--- src/hw/picoIoPkg.sv ---
// shared types, port map and flag codes for the PicoBlaze I/O block, imported by every module
package picoIoPkg;

  //////////////////////////////////////////////////////////////////////
  // widths that carry a meaning
  //////////////////////////////////////////////////////////////////////
  typedef logic [7:0] byteT;       // processor data byte
  typedef logic [7:0] portAddrT;   // port address from portId
  typedef logic [7:0] boardAddrT;  // board RAM cell address
  typedef logic [1:0] cellT;       // cell value: ship, hit, miss
  typedef logic [4:0] digitT;      // seven-segment digit code
  typedef logic [3:0] dpT;         // decimal points 3:0
  typedef logic [4:0] btnT;        // debounced buttons

  //////////////////////////////////////////////////////////////////////
  // port map, 0x00 - 0x1F
  //////////////////////////////////////////////////////////////////////
  // front panel
  localparam portAddrT paBtns      = 8'h00;  // (i) buttons
  localparam portAddrT paSwLo      = 8'h01;  // (i) switches 7:0
  localparam portAddrT paLedsLo    = 8'h02;  // (o) leds 7:0
  localparam portAddrT paDig3      = 8'h03;
  localparam portAddrT paDig2      = 8'h04;
  localparam portAddrT paDig1      = 8'h05;
  localparam portAddrT paDig0      = 8'h06;
  localparam portAddrT paDp        = 8'h07;  // (o) decimal points 3:0

  // board RAM access
  localparam portAddrT paOob       = 8'h08;  // (o) out-of-bounds marker
  localparam portAddrT paConnEst   = 8'h09;  // (i) bit7 link up, bit6 rx ready
  localparam portAddrT paCursor    = 8'h0A;  // (o) cursor and read address
  localparam portAddrT paRamWrAddr = 8'h0B;  // (o) write address, sets write enable
  localparam portAddrT paValidFlag = 8'h0C;  // (i) placement valid flag

  // extended ports
  localparam portAddrT paBtnsAlt   = 8'h10;  // (i) buttons, alternate address
  localparam portAddrT paSwHi      = 8'h11;  // (i) switches 15:8
  localparam portAddrT paLedsHi    = 8'h12;  // (o) leds 15:8
  localparam portAddrT paRamSel    = 8'h13;  // (o) bank select, bit 0
  localparam portAddrT paRamWrVal  = 8'h18;  // (o) cell write value
  localparam portAddrT paRxData    = 8'h19;  // (i) latched radio byte
  localparam portAddrT paTxData    = 8'h1E;  // (o) radio byte to send
  localparam portAddrT paRamRdVal  = 8'h1F;  // (i) selected bank read value

  //////////////////////////////////////////////////////////////////////
  // codes
  //////////////////////////////////////////////////////////////////////
  localparam byteT oobMark     = 8'hFF;  // cursor left the board
  localparam byteT flagValid   = 8'h01;
  localparam byteT flagInvalid = 8'h00;

  localparam logic bankUs   = 1'b0;  // own ships
  localparam logic bankThem = 1'b1;  // our guesses

endpackage
--- src/hw/picoBusIf.sv ---
// internal port bus: processor address, write data and strobe out, one readback byte per group
`timescale 1ns/1ps

interface picoBusIf import picoIoPkg::*; ();

  portAddrT portId;       // address from the processor
  byteT     outPort;      // write data
  logic     writeStrobe;  // qualifies outPort

  // combinational readbacks, zero when the address is not in the group
  byteT     panelRd;
  byteT     ramRd;
  byteT     linkRd;

  // processor side, drives the bus and merges readbacks
  modport host (
    output portId, outPort, writeStrobe,
    input  panelRd, ramRd, linkRd
  );

  // port groups, each owns one readback
  modport panel (
    input  portId, outPort, writeStrobe,
    output panelRd
  );

  modport ram (
    input  portId, outPort, writeStrobe,
    output ramRd
  );

  modport link (
    input  portId, outPort, writeStrobe,
    output linkRd
  );

endinterface

--- src/hw/picoIoTop.sv ---
// top level of the PicoBlaze I/O block, plain pins to the processor, panel, board RAM and radio
`timescale 1ns/1ps

module picoIoTop import picoIoPkg::*; #(
  parameter int rxHoldCycles = 10,
  parameter int txHoldCycles = 2
) (
  input  logic        clk,
  input  logic        arstN,

  // processor port bus
  input  portAddrT    portId,
  input  byteT        outPort,
  input  logic        writeStrobe,
  output byteT        inPort,
  input  logic        interruptAck,
  input  logic        intRequest,
  output logic        interrupt,

  // front panel
  input  btnT         btns,
  input  logic [15:0] sw,
  output logic [15:0] leds,
  output digitT       dig3,
  output digitT       dig2,
  output digitT       dig1,
  output digitT       dig0,
  output dpT          dp,

  // board RAM
  input  logic        connEstablished,
  input  cellT        usRdVal,
  input  cellT        themRdVal,
  output boardAddrT   cursor,
  output boardAddrT   usRdAddr,
  output boardAddrT   usWrAddr,
  output boardAddrT   themRdAddr,
  output boardAddrT   themWrAddr,
  output logic        usWrEn,
  output logic        themWrEn,
  output cellT        usWrVal,
  output cellT        themWrVal,

  // radio link
  input  logic        rxReady,
  input  byteT        rxData,
  output logic        txSend,
  output byteT        txData
);

  picoBusIf bus ();  // shared port bus

  picoPort uPort (
    .clk, .arstN, .portId, .outPort, .writeStrobe,
    .interruptAck, .intRequest,
    .bus      (bus.host),
    .inPort, .interrupt
  );

  panelPorts uPanel (
    .clk, .arstN, .btns, .sw,
    .bus      (bus.panel),
    .leds, .dig3, .dig2, .dig1, .dig0, .dp
  );

  boardRamPorts uRam (
    .clk, .arstN, .connEstablished, .usRdVal, .themRdVal,
    .bus      (bus.ram),
    .cursor, .usRdAddr, .usWrAddr, .themRdAddr, .themWrAddr,
    .usWrEn, .themWrEn, .usWrVal, .themWrVal
  );

  linkPorts #(
    .rxHoldCycles (rxHoldCycles),
    .txHoldCycles (txHoldCycles)
  ) uLink (
    .clk, .arstN, .rxReady, .rxData,
    .bus      (bus.link),
    .txSend, .txData
  );

endmodule

--- src/hw/linkPorts.sv ---
// radio link ports: receive latch with stretched ready bit, transmit byte with stretched send pulse
`timescale 1ns/1ps

module linkPorts import picoIoPkg::*; #(
  parameter int rxHoldCycles = 10,  // ready bit length after the last rx pulse
  parameter int txHoldCycles = 2    // txSend length per write
) (
  input  logic clk,
  input  logic arstN,
  input  logic rxReady,   // one-cycle pulse from the radio
  input  byteT rxData,

  picoBusIf.link bus,

  output logic txSend,
  output byteT txData
);

  localparam int rxCntW = $clog2(rxHoldCycles + 1);
  localparam int txCntW = $clog2(txHoldCycles + 1);

  byteT              rxLatch;
  logic [rxCntW-1:0] rxCnt;      // nonzero while ready is stretched
  logic [txCntW-1:0] txCnt;      // nonzero while sending
  logic              rxHold;

  assign rxHold = (rxCnt != '0);
  assign txSend = (txCnt != '0);  // high from the write edge for txHoldCycles

  //////////////////////////////////////////////////////////////////////
  // receive
  //////////////////////////////////////////////////////////////////////
  always_ff @(posedge clk or negedge arstN) begin
    if (!arstN) begin
      rxLatch <= '0;
      rxCnt   <= '0;
    end else if (rxReady) begin
      rxLatch <= rxData;
      rxCnt   <= rxCntW'(rxHoldCycles);  // each pulse restarts the window
    end else if (rxHold) begin
      rxCnt <= rxCnt - 1'b1;
    end
  end

  //////////////////////////////////////////////////////////////////////
  // transmit
  //////////////////////////////////////////////////////////////////////
  always_ff @(posedge clk or negedge arstN) begin
    if (!arstN) begin
      txData <= '0;
      txCnt  <= '0;
    end else if (bus.writeStrobe && bus.portId == paTxData) begin
      txData <= bus.outPort;
      txCnt  <= txCntW'(txHoldCycles);   // new write restarts the count
    end else if (txSend) begin
      txCnt <= txCnt - 1'b1;
    end
  end

  // readback, ready bit joins connEstablished at paConnEst
  always_comb begin
    case (bus.portId)
      paConnEst: bus.linkRd = {1'b0, rxHold, 6'b0};
      paRxData:  bus.linkRd = rxLatch;
      paTxData:  bus.linkRd = txData;
      default:   bus.linkRd = '0;
    endcase
  end

endmodule

--- src/hw/boardRamPorts.sv ---
// board RAM access ports: bank select, us/them addresses and values, cursor and placement valid flag
`timescale 1ns/1ps

module boardRamPorts import picoIoPkg::*; (
  input  logic      clk,
  input  logic      arstN,
  input  logic      connEstablished,  // radio link is up
  input  cellT      usRdVal,          // read data, own ships
  input  cellT      themRdVal,        // read data, guesses

  picoBusIf.ram     bus,

  output boardAddrT cursor,
  output boardAddrT usRdAddr,
  output boardAddrT usWrAddr,
  output boardAddrT themRdAddr,
  output boardAddrT themWrAddr,
  output logic      usWrEn,
  output logic      themWrEn,
  output cellT      usWrVal,
  output cellT      themWrVal
);

  logic       bankSel;    // bankUs or bankThem
  byteT       oobReg;     // oobMark when the ship runs off the board
  byteT       occAcc;     // occupancy seen since the last flag read
  logic       clrArmed;   // flag read seen, zero occAcc next edge
  logic [8:0] occSum;     // carry out flags saturation
  byteT       validFlag;
  boardAddrT  selRdAddr;
  boardAddrT  selWrAddr;
  cellT       selWrVal;
  cellT       selRdVal;

  // selected-bank views for readback
  assign selRdAddr = (bankSel == bankUs) ? usRdAddr  : themRdAddr;
  assign selWrAddr = (bankSel == bankUs) ? usWrAddr  : themWrAddr;
  assign selWrVal  = (bankSel == bankUs) ? usWrVal   : themWrVal;
  assign selRdVal  = (bankSel == bankUs) ? usRdVal   : themRdVal;

  //////////////////////////////////////////////////////////////////////
  // strobed writes
  //////////////////////////////////////////////////////////////////////
  always_ff @(posedge clk or negedge arstN) begin
    if (!arstN) begin
      bankSel    <= bankUs;
      oobReg     <= '0;
      cursor     <= '0;
      usRdAddr   <= '0;
      usWrAddr   <= '0;
      themRdAddr <= '0;
      themWrAddr <= '0;
      usWrEn     <= 1'b0;
      themWrEn   <= 1'b0;
      usWrVal    <= '0;
      themWrVal  <= '0;
    end else if (bus.writeStrobe) begin
      case (bus.portId)
        paRamSel: bankSel <= bus.outPort[0];
        paOob:    oobReg  <= bus.outPort;
        paCursor: begin
          cursor   <= bus.outPort;
          usWrEn   <= 1'b0;                 // cursor move means read mode
          themWrEn <= 1'b0;
          if (bankSel == bankThem) themRdAddr <= bus.outPort;
          else                     usRdAddr   <= bus.outPort;
        end
        paRamWrAddr: begin
          if (bankSel == bankThem) begin
            themWrAddr <= bus.outPort;
            themWrEn   <= 1'b1;             // held until next cursor write
          end else begin
            usWrAddr <= bus.outPort;
            usWrEn   <= 1'b1;
          end
        end
        paRamWrVal: begin
          if (bankSel == bankThem) themWrVal <= bus.outPort[1:0];
          else                     usWrVal   <= bus.outPort[1:0];
        end
        default: ;
      endcase
    end
  end

  //////////////////////////////////////////////////////////////////////
  // occupancy accumulator
  //////////////////////////////////////////////////////////////////////
  assign occSum = {1'b0, occAcc} + {7'b0, usRdVal};

  // sums usRdVal while the processor walks a ship, cleared after each flag read
  always_ff @(posedge clk or negedge arstN) begin
    if (!arstN) begin
      occAcc   <= '0;
      clrArmed <= 1'b0;
    end else if (bus.portId == paValidFlag) begin
      clrArmed <= 1'b1;                     // hold value for this read
    end else if (clrArmed) begin
      occAcc   <= '0;
      clrArmed <= 1'b0;
    end else begin
      occAcc <= occSum[8] ? 8'hFF : occSum[7:0];  // saturate at 255
    end
  end

  // valid only when on the board and nothing occupied
  assign validFlag = ((oobReg != oobMark) && (occAcc == '0)) ? flagValid : flagInvalid;

  //////////////////////////////////////////////////////////////////////
  // readback
  //////////////////////////////////////////////////////////////////////
  always_comb begin
    case (bus.portId)
      paOob:       bus.ramRd = oobReg;
      paConnEst:   bus.ramRd = {connEstablished, 7'b0};  // bit 6 comes from link
      paCursor:    bus.ramRd = selRdAddr;
      paRamWrAddr: bus.ramRd = selWrAddr;
      paValidFlag: bus.ramRd = validFlag;
      paRamSel:    bus.ramRd = {7'b0, bankSel};
      paRamWrVal:  bus.ramRd = {6'b0, selWrVal};
      paRamRdVal:  bus.ramRd = {6'b0, selRdVal};
      default:     bus.ramRd = '0;
    endcase
  end

endmodule

--- src/hw/panelPorts.sv ---
// front panel ports: LED bytes, four digits and decimal points, with button and switch readback
`timescale 1ns/1ps

module panelPorts import picoIoPkg::*; (
  input  logic        clk,
  input  logic        arstN,
  input  btnT         btns,   // debounced
  input  logic [15:0] sw,     // debounced

  picoBusIf.panel     bus,

  output logic [15:0] leds,
  output digitT       dig3,
  output digitT       dig2,
  output digitT       dig1,
  output digitT       dig0,
  output dpT          dp
);

  //////////////////////////////////////////////////////////////////////
  // strobed writes
  //////////////////////////////////////////////////////////////////////
  always_ff @(posedge clk or negedge arstN) begin
    if (!arstN) begin
      leds <= '0;
      dig3 <= '0;
      dig2 <= '0;
      dig1 <= '0;
      dig0 <= '0;
      dp   <= '0;
    end else if (bus.writeStrobe) begin
      case (bus.portId)
        paLedsLo: leds[7:0]  <= bus.outPort;
        paLedsHi: leds[15:8] <= bus.outPort;
        paDig3:   dig3       <= bus.outPort[4:0];  // digit code is 5 bits
        paDig2:   dig2       <= bus.outPort[4:0];
        paDig1:   dig1       <= bus.outPort[4:0];
        paDig0:   dig0       <= bus.outPort[4:0];
        paDp:     dp         <= bus.outPort[3:0];  // lower four points only
        default:  ;                                // not a panel port
      endcase
    end
  end

  //////////////////////////////////////////////////////////////////////
  // readback
  //////////////////////////////////////////////////////////////////////
  // inputs first, then each register at its own address
  always_comb begin
    case (bus.portId)
      paBtns:    bus.panelRd = {3'b000, btns};
      paBtnsAlt: bus.panelRd = {3'b000, btns};  // same buttons, alternate port
      paSwLo:    bus.panelRd = sw[7:0];
      paSwHi:    bus.panelRd = sw[15:8];
      paLedsLo:  bus.panelRd = leds[7:0];
      paLedsHi:  bus.panelRd = leds[15:8];
      paDig3:    bus.panelRd = {3'b000, dig3};
      paDig2:    bus.panelRd = {3'b000, dig2};
      paDig1:    bus.panelRd = {3'b000, dig1};
      paDig0:    bus.panelRd = {3'b000, dig0};
      paDp:      bus.panelRd = {4'b0000, dp};
      default:   bus.panelRd = '0;              // leave the OR to other groups
    endcase
  end

endmodule

--- src/hw/picoPort.sv ---
// processor-facing side of the I/O block: drives the port bus, registers read data, holds the interrupt
`timescale 1ns/1ps

module picoPort import picoIoPkg::*; (
  input  logic     clk,
  input  logic     arstN,

  // PicoBlaze port pins
  input  portAddrT portId,
  input  byteT     outPort,
  input  logic     writeStrobe,
  input  logic     interruptAck,   // from the processor
  input  logic     intRequest,     // from the game logic

  picoBusIf.host   bus,

  output byteT     inPort,         // registered read data
  output logic     interrupt
);

  byteT rdMerge;  // OR of the group readbacks

  //////////////////////////////////////////////////////////////////////
  // bus drive
  //////////////////////////////////////////////////////////////////////
  assign bus.portId      = portId;
  assign bus.outPort     = outPort;
  assign bus.writeStrobe = writeStrobe;

  // groups return zero off their own ports, so OR is a mux
  assign rdMerge = bus.panelRd | bus.ramRd | bus.linkRd;

  // one cycle of read latency, read strobe not needed
  always_ff @(posedge clk or negedge arstN) begin
    if (!arstN) begin
      inPort <= '0;
    end else begin
      inPort <= rdMerge;  // unmapped addresses read 0x00
    end
  end

  //////////////////////////////////////////////////////////////////////
  // closed-loop interrupt
  //////////////////////////////////////////////////////////////////////
  // set on request, held until the processor acknowledges
  always_ff @(posedge clk or negedge arstN) begin
    if (!arstN) begin
      interrupt <= 1'b0;
    end else if (interruptAck) begin
      interrupt <= 1'b0;  // ack wins over a same-cycle request
    end else if (intRequest) begin
      interrupt <= 1'b1;
    end
  end

endmodule

--- config.mk ---
export PLATFORM = sky130hd
export DESIGN_NAME = picoIoTop
export DESIGN_NICKNAME = d
export VERILOG_FILES = /design/src/hw/picoIoPkg.sv /design/src/hw/picoBusIf.sv /design/src/hw/picoIoTop.sv /design/src/hw/linkPorts.sv /design/src/hw/boardRamPorts.sv /design/src/hw/panelPorts.sv /design/src/hw/picoPort.sv
export SDC_FILE = /design/constraint.sdc
export NUM_CORES = 1
export LEC_CHECK = 0
export BUFFER_PORTS_ARGS = -buffer_cell sky130_fd_sc_hd__buf_2
export CORE_ASPECT_RATIO = 0.6
export CORE_MARGIN = 2
export CORE_UTILIZATION = 47
export CTS_CLUSTER_SIZE = 10
export DETAILED_ROUTE_END_ITERATION = 10
export GPL_ROUTABILITY_DRIVEN = 0
export HOLD_SLACK_MARGIN = 0.08
export PLACE_DENSITY = 0.71
export SYNTH_ARGS = -nofsm -noshare
export SYNTH_HDL_FRONTEND = slang
export SYNTH_SLANG_ARGS = --single-unit
--- constraint.sdc ---
create_clock -name clk -period 3.5 [get_ports clk]
set_input_delay 0 -clock clk [delete_from_list [all_inputs] [get_ports clk]]
set_output_delay 0 -clock clk [all_outputs]
set_load 0.05 [all_outputs]
# [After elaboration in Yosys (flattened, before gate mapping)]
# Index checks and enable logic that the tools add are counted.
[totals] reg_bits=135 elab_cells=105 output_inout_bits=104
[op_classes] n_mux=21 bitwise_logic=3 n_addsub=3 eq_ne=23 n_reduce_logical=29
[ops] cell="8-bit case mux with 10 select lines" n=1
[ops] cell="8-bit by 5-bit == test with 1-bit output (second input constant)" n=8
[ops] cell="8-bit case mux with 8 select lines" n=1
[ops] cell="8-bit by 4-bit == test with 1-bit output (second input constant)" n=5
[ops] cell="8-bit by 3-bit == test with 1-bit output (second input constant)" n=4
[ops] cell="8-bit 2-to-1 mux" n=4
[ops] cell="8-bit case mux with 3 select lines" n=1
[ops] cell="3-bit AND reduction" n=8
[ops] cell="2-bit AND reduction" n=10
[ops] cell="8-bit by 2-bit == test with 1-bit output (second input constant)" n=2
[ops] cell="8-bit zero test" n=2
[ops] cell="8-bit OR" n=2
[ops] cell="2-bit nonzero test" n=5
[ops] cell="8-bit by 2-bit adder with 9-bit output" n=1
[ops] cell="8-bit by 1-bit == test with 1-bit output (second input constant)" n=1
[ops] cell="2-bit 2-to-1 mux" n=4
[ops] cell="4-bit 2-to-1 mux" n=2
[ops] cell="8-bit != test (second input constant)" n=1
[ops] cell="1-bit 2-to-1 mux" n=6
[ops] cell="1-bit case mux with 2 select lines" n=2
[ops] cell="4-bit nonzero test" n=1
[ops] cell="4-bit by 1-bit subtractor with 4-bit output (second input constant)" n=1
[ops] cell="1-bit logical AND" n=2
[ops] cell="2-bit by 1-bit != test with 1-bit output (second input constant)" n=1
[ops] cell="other kinds (4)" n=4

# [Longest topological paths before layout]
# Gate-level depths: netlist of run 1.
[logic_depth] depth_word=6 ltp_mapped=8 ltp_nobuf=7

# [By module]
# A second synthesis of run 1 with hierarchy kept.
[hier_totals] hier_cells=544 hier_area_um2=6840.3
[modules_own_cells] mod="boardRamPorts" instances=1 cells_per_inst=248 area_each_um2=3165.5
[modules_own_cells] mod="panelPorts" instances=1 cells_per_inst=180 area_each_um2=2209.6
[modules_own_cells] mod="linkPorts" instances=1 cells_per_inst=81 area_each_um2=1052.3
[modules_own_cells] mod="picoPort" instances=1 cells_per_inst=35 area_each_um2=412.9

# [Worst setup path after synthesis of run 1]
# Ideal clock, no wire load.
[synth_path] path_kind="flip-flop to flip-flop" from="register uRam.occAcc[0]" to="register uRam.occAcc[5]" setup_time_ns=0.077 stages_incl_launch_ff=8 path_buffers=1 arrival_time_ns=1.876 slack_ns=1.547 synth_period_minus_slack_ns=1.953 path_cell_list="dfrtp_1 > ha_1 > inv_1 > fa_1 > or3_1 > clkbuf_1 > a31o_2 > a21oi_1"
[synth_via] elab_chain_cells=3
[synth_rtl] item="start: declaration" line_no="boardRamPorts.sv:26" rtl="byteT occAcc;"
[synth_rtl] item="start signal: assignment" line_no="boardRamPorts.sv:102" rtl="occAcc <= occSum[8] ? 8'hFF : occSum[7:0];"
[synth_rtl] item="8-bit by 2-bit adder with 9-bit output" line_no="boardRamPorts.sv:89" rtl="assign occSum = {1'b0, occAcc} + {7'b0, usRdVal};"
[synth_rtl] item="8-bit 2-to-1 mux" line_no="boardRamPorts.sv:102"
[synth_rtl] item="8-bit 2-to-1 mux" line_no="boardRamPorts.sv:98" rtl="end else if (clrArmed) begin"
# Every way passes these cells.
# A chain may end at the register's enable or synchronous reset.

# [Worst setup path in the final report of run 1]
[layout_path] from="input portId[3]" to="register uPort.inPort[7]"
[layout_via] elab_chain_cells=5
[layout_rtl] item="start: declaration" line_no="picoIoTop.sv:12" rtl="input portAddrT portId,"
[layout_rtl] item="8-bit by 5-bit == test with 1-bit output or 8-bit zero test (tied branches)" line_no="panelPorts.sv:50" rtl="case (bus.portId)"
[layout_rtl] item="2-bit OR reduction (no line)"
[layout_rtl] item="8-bit case mux with 10 select lines" line_no="panelPorts.sv:50"
[layout_rtl] item="8-bit OR" line_no="picoPort.sv:31" rtl="assign rdMerge = bus.panelRd | bus.ramRd | bus.linkRd;"
[layout_rtl] item="8-bit OR (*)" line_no="picoPort.sv:31"
[layout_rtl] item="net uPort.rdMerge[7]" line_no="picoPort.sv:21" rtl="byteT rdMerge;"
[layout_rtl] item="end signal: assignment" line_no="picoPort.sv:38" rtl="inPort <= rdMerge;"
[layout_rtl] item="end: declaration" line_no="picoPort.sv:17" rtl="output byteT inPort,"
# The timed path passes the listed nets; every way through them passes the cells marked *.

==> results.json, run 1 <==
{
  "slowest_stage": "nor3_4",
  "post-dp-hpwl_um": 15440,
  "yosysTopAreaCellShare_pct": 50.64,
  "cts_tree": "yes",
  "path_cells": "dlygate4sd3_1 > buf_2 > or4_4 > nor3_4 > a22o_1 > dlygate4sd3_1 > a22oi_1 > nand4_1 > dlygate4sd3_1",
  "drtIter0Drc": 631,
  "fin_util_pct": 62.46,
  "grt_util_all_layers_pct": 29.22,
  "synthTopCellsByArea": "dfrtp_1, mux2_2, nor2_1",
  "finalMaxSlewViolations": 0,
  "design_area_mm2": 0.008588,
  "finalPower_mw": 4.517,
  "whs_ns": 0.1075,
  "synth_area_mm2": 0.006671,
  "fin_crit_ns": 3.041,
  "ys_types": 66,
  "finalWirelength_um": 21600,
  "power-per-cell-area_mw_per_mm2": 525.9,
  "grt_pass1_wl_um": 32640,
  "antenna_left": 0,
  "htreeDepth": 4,
  "yosysMostFrequentCell": "dfrtp_1",
  "postCtsHoldBufs": 38,
  "io_buffers": 159,
  "cts_buffers": 17,
  "worst-path-buf-inv": 4,
  "ctsResizeCount": 0,
  "finalNonFillerCells": 941,
  "crit_top_cell": "dlygate4sd3_1",
  "finalSetupTns_ns": 0,
  "path_clk_slew_ns": 0.06,
  "synth_top_flop_cell": "dfrtp_1",
  "drive_above_1_share_pct": 44.59,
  "p_leak_nw": 4.305,
  "die_h_um": 96.29,
  "cts.sinks": 135,
  "post-synth-top-area-cell": "dfrtp_1",
  "nets": 797,
  "diodes": 0,
  "fin_crit_sh_pct": 86.90,
  "vias": 5712,
  "cpPeakStageDelay_ns": 0.61,
  "cp_data_required_time_ns": 3.86,
  "start_util_pct": 48.52,
  "synth_seq_area_share_pct": 50.64,
  "worstSkewPairLatency_ns": 0.42,
  "critPathMaxFanout": 13,
  "io_pins": 160,
  "rows": 33,
  "yosys_warnings": 0,
  "cp-start-kind": "primary input",
  "grt_overflow_total": 0,
  "synth_common_cells": "dfrtp_1, mux2_2, nor2_1",
  "ys_seq_elements": 135,
  "place_inst": 871,
  "async_flop_share_pct": 100.0,
  "die_x_um": 157.8,
  "r2r_slack_ns": 0.67,
  "dr.pass1.iters": 6,
  "routedWlPerCell_um": 22.95,
  "max_slew.worst_pin.slew_ns": 0.8450,
  "root_buffer": "clkbuf_16",
  "worstSetupPathType": "primary input to flop",
  "drc": 0,
  "area_growth_pct": 28.73,
  "synth_nets": 609,
  "timing.final.hold_violations": 0,
  "setup_violations": 0,
  "grt_pass1_vias": 5674,
  "routed_via_density": 6.070,
  "max_freq_ghz": 0.3288,
  "grt_start_max_net_pins": 83,
  "ir_worst_vdd_mv": 0.2748,
  "arrival_ns": 3.40,
  "die_area_mm2": 0.01519,
  "core_mm2": 0.01375,
  "cp_top_family": "buffers and inverters",
  "finalClockSkew_ns": 0.005984,
  "worstSetupEndpointType": "flop",
  "synth_edf_count": 0,
  "pre_cts_slack_ns": 1.169,
  "status": "complete, no violations",
  "ctsLongestPathBuffers": 2,
  "rsz0062_at_grt": "false",
  "netlist_instances": 548,
  "min_path_type": "primary input to flop",
  "post_cts_buffers": 0,
  "syn_area_per_cell_um2": 12.17,
  "dpl-instance-area_mm2": 0.007595,
  "cap_violations": 0,
  "max-slew-margin-rel_pct": 43.55,
  "worst_slack_ns": 0.4587,
  "antenna_found_initial": 0
}
[registers in the layout, indices dropped and copies added (netlist names), 2 cells and up]
signal and cells:
uPanel.leds 16, uRam.themWrAddr 8, uRam.oobReg 8, uRam.usRdAddr 8, uLink.rxCnt 4, uPanel.dp 4
uRam.occAcc 8, uRam.usWrVal 2, uPanel.dig2 5, uPanel.dig3 5, uRam.usWrAddr 8, uRam.cursor 8
uRam.themRdAddr 8, uPanel.dig1 5, uPanel.dig0 5, uLink.rxLatch 8, uRam.themWrVal 2, uLink.txCnt 2
uPort.inPort 8, uLink.txData 8
[path summary, 6_finish.rpt]
kind	start	end	depth (start not counted)
worst min-delay path	outPort[3]	uRam.themRdAddr[3]$_DFFE_PN0P_	2
worst max register to register	uRam.bankSel$_DFFE_PN0P_	uPort.inPort[7]$_DFF_PN0_	6
max in group asynchronous	arstN	uPanel.dig2[1]$_DFFE_PN0P_	3
worst max-delay path	portId[3]	uPort.inPort[7]$_DFF_PN0_	9
worst min register to register	uRam.cursor[3]$_DFFE_PN0P_	uRam.cursor[3]$_DFFE_PN0P_	1
min in group asynchronous	arstN	uLink.rxLatch[5]$_DFFE_PN0P_	2
[cell usage in the layout, fill, tap and decap left out, drive strengths merged, types with 3 or more instances in the layout]
master       count
mux4             3
nor3b            4
a22oi           11
o2bb2ai          4
a32o             3
o22a             4
a221oi           5
bufinv           4
nand2b           4
nand3           19
o21ai           10
a22o             3
nand4           10
mux2           119
nor4             6
buf            167
nand2           22
and2             5
clkinv           8
clkinvlp         3
dfrtp          135
a221o            3
o32ai            3
dlygate4sd3     38
and3             8
nor3             7
clkbuf          19
a21oi           19
nor2b            5
ha               4
o21a             3
nor2            30
mux2i           10
inv             12
a31oi            9
[where the power goes]
part           internal (mW)  total (mW)  switching [mW]
Clock                   1.19        1.88           0.694
Sequential              1.69        1.82           0.125
Combinational          0.292       0.819           0.527
[layout make-up]
cell class	count	area, um^2
Clock buffer	19	432.9
Clock inverter	13	180.2
Fill cell	1094	5161
Inverter	14	52.55
Multi-Input combinational cell	363	3062
Sequential cell	135	3378
Tap cell	192	240.2
Timing Repair Buffer	205	1242
[metal layers]
layer | GRT usage, % | up-vias | part of all wire [%]
met2 | 41.92 | 371 | 41
met4 | 8.258 | 0 | 1.9
met3 | 7.879 | 43 | 12
met1 | 43.36 | 2868 | 45
met5 | 0 | - | 0
li1 | - | 2430 | -
[cell families after synthesis]
| kind of cell | Yosys count | share of synthesized area [%] |
|---|---|---|
| buffers and inverters | 50 | 3.470 |
| DFF | 135 | 50.64 |
| AOI/OAI and AO/OA | 98 | 10.71 |
| and+or+nand+nor | 126 | 11.27 |
| adders and majority gates | 5 | 1.050 |
| xor gates and xnor gates | 2 | 0.2626 |
| muxes | 132 | 22.60 |
(Power assumes the default switching activity.)
==> inputs of run 2 (changes only) <==
- GPL_TIMING_DRIVEN: default -> 0
==> run 2 against run 1 <==
Net effect: clock-buffer cell count fell by 1; critical path depth fell by 2; combinational power barely moved; clock skew rose by 0.00072 ns; die area did not move; register-to-register slack improved by 0.04 ns; non-clock buffer count rose by 23; highest routed layer is now met5.
==> results.json, run 2 (synthesis results as in run 1) <==
{
  "power_switching_mw": 1.371,
  "fin_crit_ns": 2.794,
  "post_cts_buffers": 0,
  "cts.sinks": 135,
  "antenna_found_initial": 1,
  "worstSetupPathType": "flop to flop",
  "cp-start-kind": "flop",
  "largest_reg_flops": 16,
  "status": "complete, no violations",
  "rsz0062_at_grt": "false",
  "largest-register": "uPanel.leds",
  "ctsLongestPathBuffers": 2,
  "post-dp-hpwl_um": 16060,
  "p_leak_nw": 4.366,
  "ctsResizeCount": 0,
  "setup_violations": 0,
  "layout_common_cells": "buf_2, dfrtp_1, mux2_2, dlygate4sd3_1, nor2_1",
  "finalSetupTns_ns": 0,
  "ir_worst_vdd_mv": 0.3085,
  "htreeDepth": 4,
  "cpPeakStageDelay_ns": 0.56,
  "cp_data_required_time_ns": 3.80,
  "grt_util_all_layers_pct": 29.61,
  "drc": 0,
  "max_freq_ghz": 0.3579,
  "io_buffers": 156,
  "rows": 33,
  "fill_cells": 1095,
  "routedWlPerCell_um": 22.60,
  "max-slew-margin-rel_pct": 49.29,
  "nets": 820,
  "routed_via_density": 6.022,
  "fin_crit_sh_pct": 79.83,
  "drive_above_1_share_pct": 44.82,
  "die_x_um": 157.8,
  "arrival_ns": 3.10,
  "p_int_mw": 3.035,
  "sequentialPowerShare_pct": 41.2,
  "antenna_left": 0,
  "cts_tree": "yes",
  "timing.final.hold_violations": 0,
  "slowest_stage": "dlygate4sd3_1",
  "worst-path-buf-inv": 2,
  "worstSkewPairLatency_ns": 0.42,
  "finalWirelength_um": 21780,
  "critPathMaxFanout": 10,
  "dr.pass1.iters": 5,
  "drtIter0Drc": 661,
  "die_area_mm2": 0.01519,
  "power-per-cell-area_mw_per_mm2": 509.1,
  "area_growth_pct": 29.73,
  "min_path_type": "primary input to flop",
  "path_cells": "buf_2 > mux2_2 > a22oi_1 > a2bb2oi_1 > o21ai_0 > a2111o_1 > dlygate4sd3_1",
  "start_util_pct": 48.52,
  "diodes": 0,
  "pwr-share-comb_pct": 18.7,
  "clkPwrFrac_pct": 40.2,
  "vias": 5805,
  "grt_overflow_total": 0,
  "fin_util_pct": 62.94,
  "grt_pass1_wl_um": 32680,
  "finalClockSkew_ns": 0.006707,
  "finalMaxSlewViolations": 0,
  "path_clk_slew_ns": 0.06,
  "postCtsHoldBufs": 35,
  "cap_violations": 0,
  "core_mm2": 0.01375,
  "finalNonFillerCells": 964,
  "grt_start_max_net_pins": 71,
  "die_h_um": 96.29,
  "final_common_cell": "buf_2",
  "place_inst": 897,
  "root_buffer": "clkbuf_16",
  "grt_pass1_vias": 5599,
  "max_slew.worst_pin.slew_ns": 0.7607,
  "io_pins": 160,
  "worstSetupEndpointType": "flop",
  "cp_top_family": "compound AO/OA/AOI/OAI gates",
  "p_sw_share_pct": 31.11,
  "cts_buffers": 17
}
[run 2: cell count changes in the layout (fill, tap and decap cells not counted), sizes merged]
cell,previous run,this run
bufinv,4,2
clkbuf,19,28
inv,12,15
buf,167,183
clkinv,8,10
clkinvlp,3,1
dlygate4sd3,38,35
[run 2: final cells by class]
cell class | instances | area [um^2] | share of cell area [%]
Buffer | 36 | 178.9 | 2.067
Clock buffer | 18 | 429.2 | 4.959
Clock inverter | 14 | 148.9 | 1.720
Inverter | 14 | 52.55 | 0.6072
Multi-Input combinational cell | 363 | 3062 | 35.38
Sequential cell | 135 | 3378 | 39.03
Tap cell | 192 | 240.2 | 2.776
Timing Repair Buffer | 192 | 1165 | 13.46
[run 2: path summary, 6_finish.rpt]
kind / from / to / slack (ns) / cells after the start
setup / recovery: uRam.bankSel$_DFFE_PN0P_ / uPort.inPort[2]$_DFF_PN0_ / 0.71 / 7
hold reg to reg: uRam.themWrEn$_DFFE_PN0P_ / uRam.themWrEn$_DFFE_PN0P_ / 0.50 / 1
min in group asynchronous: arstN / uLink.rxCnt[3]$_DFFE_PN0P_ / 0.14 / 2
hold / removal: connEstablished / uPort.inPort[7]$_DFF_PN0_ / 0.10 / 4
setup reg to reg: uRam.bankSel$_DFFE_PN0P_ / uPort.inPort[2]$_DFF_PN0_ / 0.71 / 7
max in group asynchronous: arstN / uPanel.dig1[3]$_DFFE_PN0P_ / 2.59 / 3
[run 2: metal layers]
layer | vias to the layer above | global-route usage [%] | wire [um]
met5 | - | 0 | 13
met4 | 2 | 9.394 | 354
met3 | 38 | 9.005 | 2473
met2 | 388 | 42.21 | 9046
met1 | 2896 | 43.08 | 9894
li1 | 2481 | - | -
[run 2: metrics by stage]
step / worst slack (ns) / hold WS (ns) / instance area [um^2] / total power [mW]
global placement: 0.6705 / 0.1593 / 7692 / 2.574
global route: 0.6818 / 0.1223 / 8655 / 4.565
finish: 0.7060 / 0.1042 / 8655 / 4.406
detailed placement: 1.267 / 0.03742 / 7726 / 2.619
floorplan: 1.547 / -0.2956 / 6671 / 2.341
CTS: 0.7896 / 0.08455 / 8655 / 4.407
[run 2: power by group through the flow]
stage                     sequential [mW]  clock [mW]  combinational, mW
after floorplan                      1.97           0              0.374
after global placement               1.82           0              0.750
after detailed placement             1.83           0              0.785
after CTS                            1.81        1.78              0.818
after global routing                 1.83        1.85              0.890
final                                1.81        1.77              0.822
[run 2: worst min-delay path, cell delays in order]
cell and delay (ns):
buf_2 0.09, mux4_2 0.23, nand2_1 0.10, nand4_1 0.08
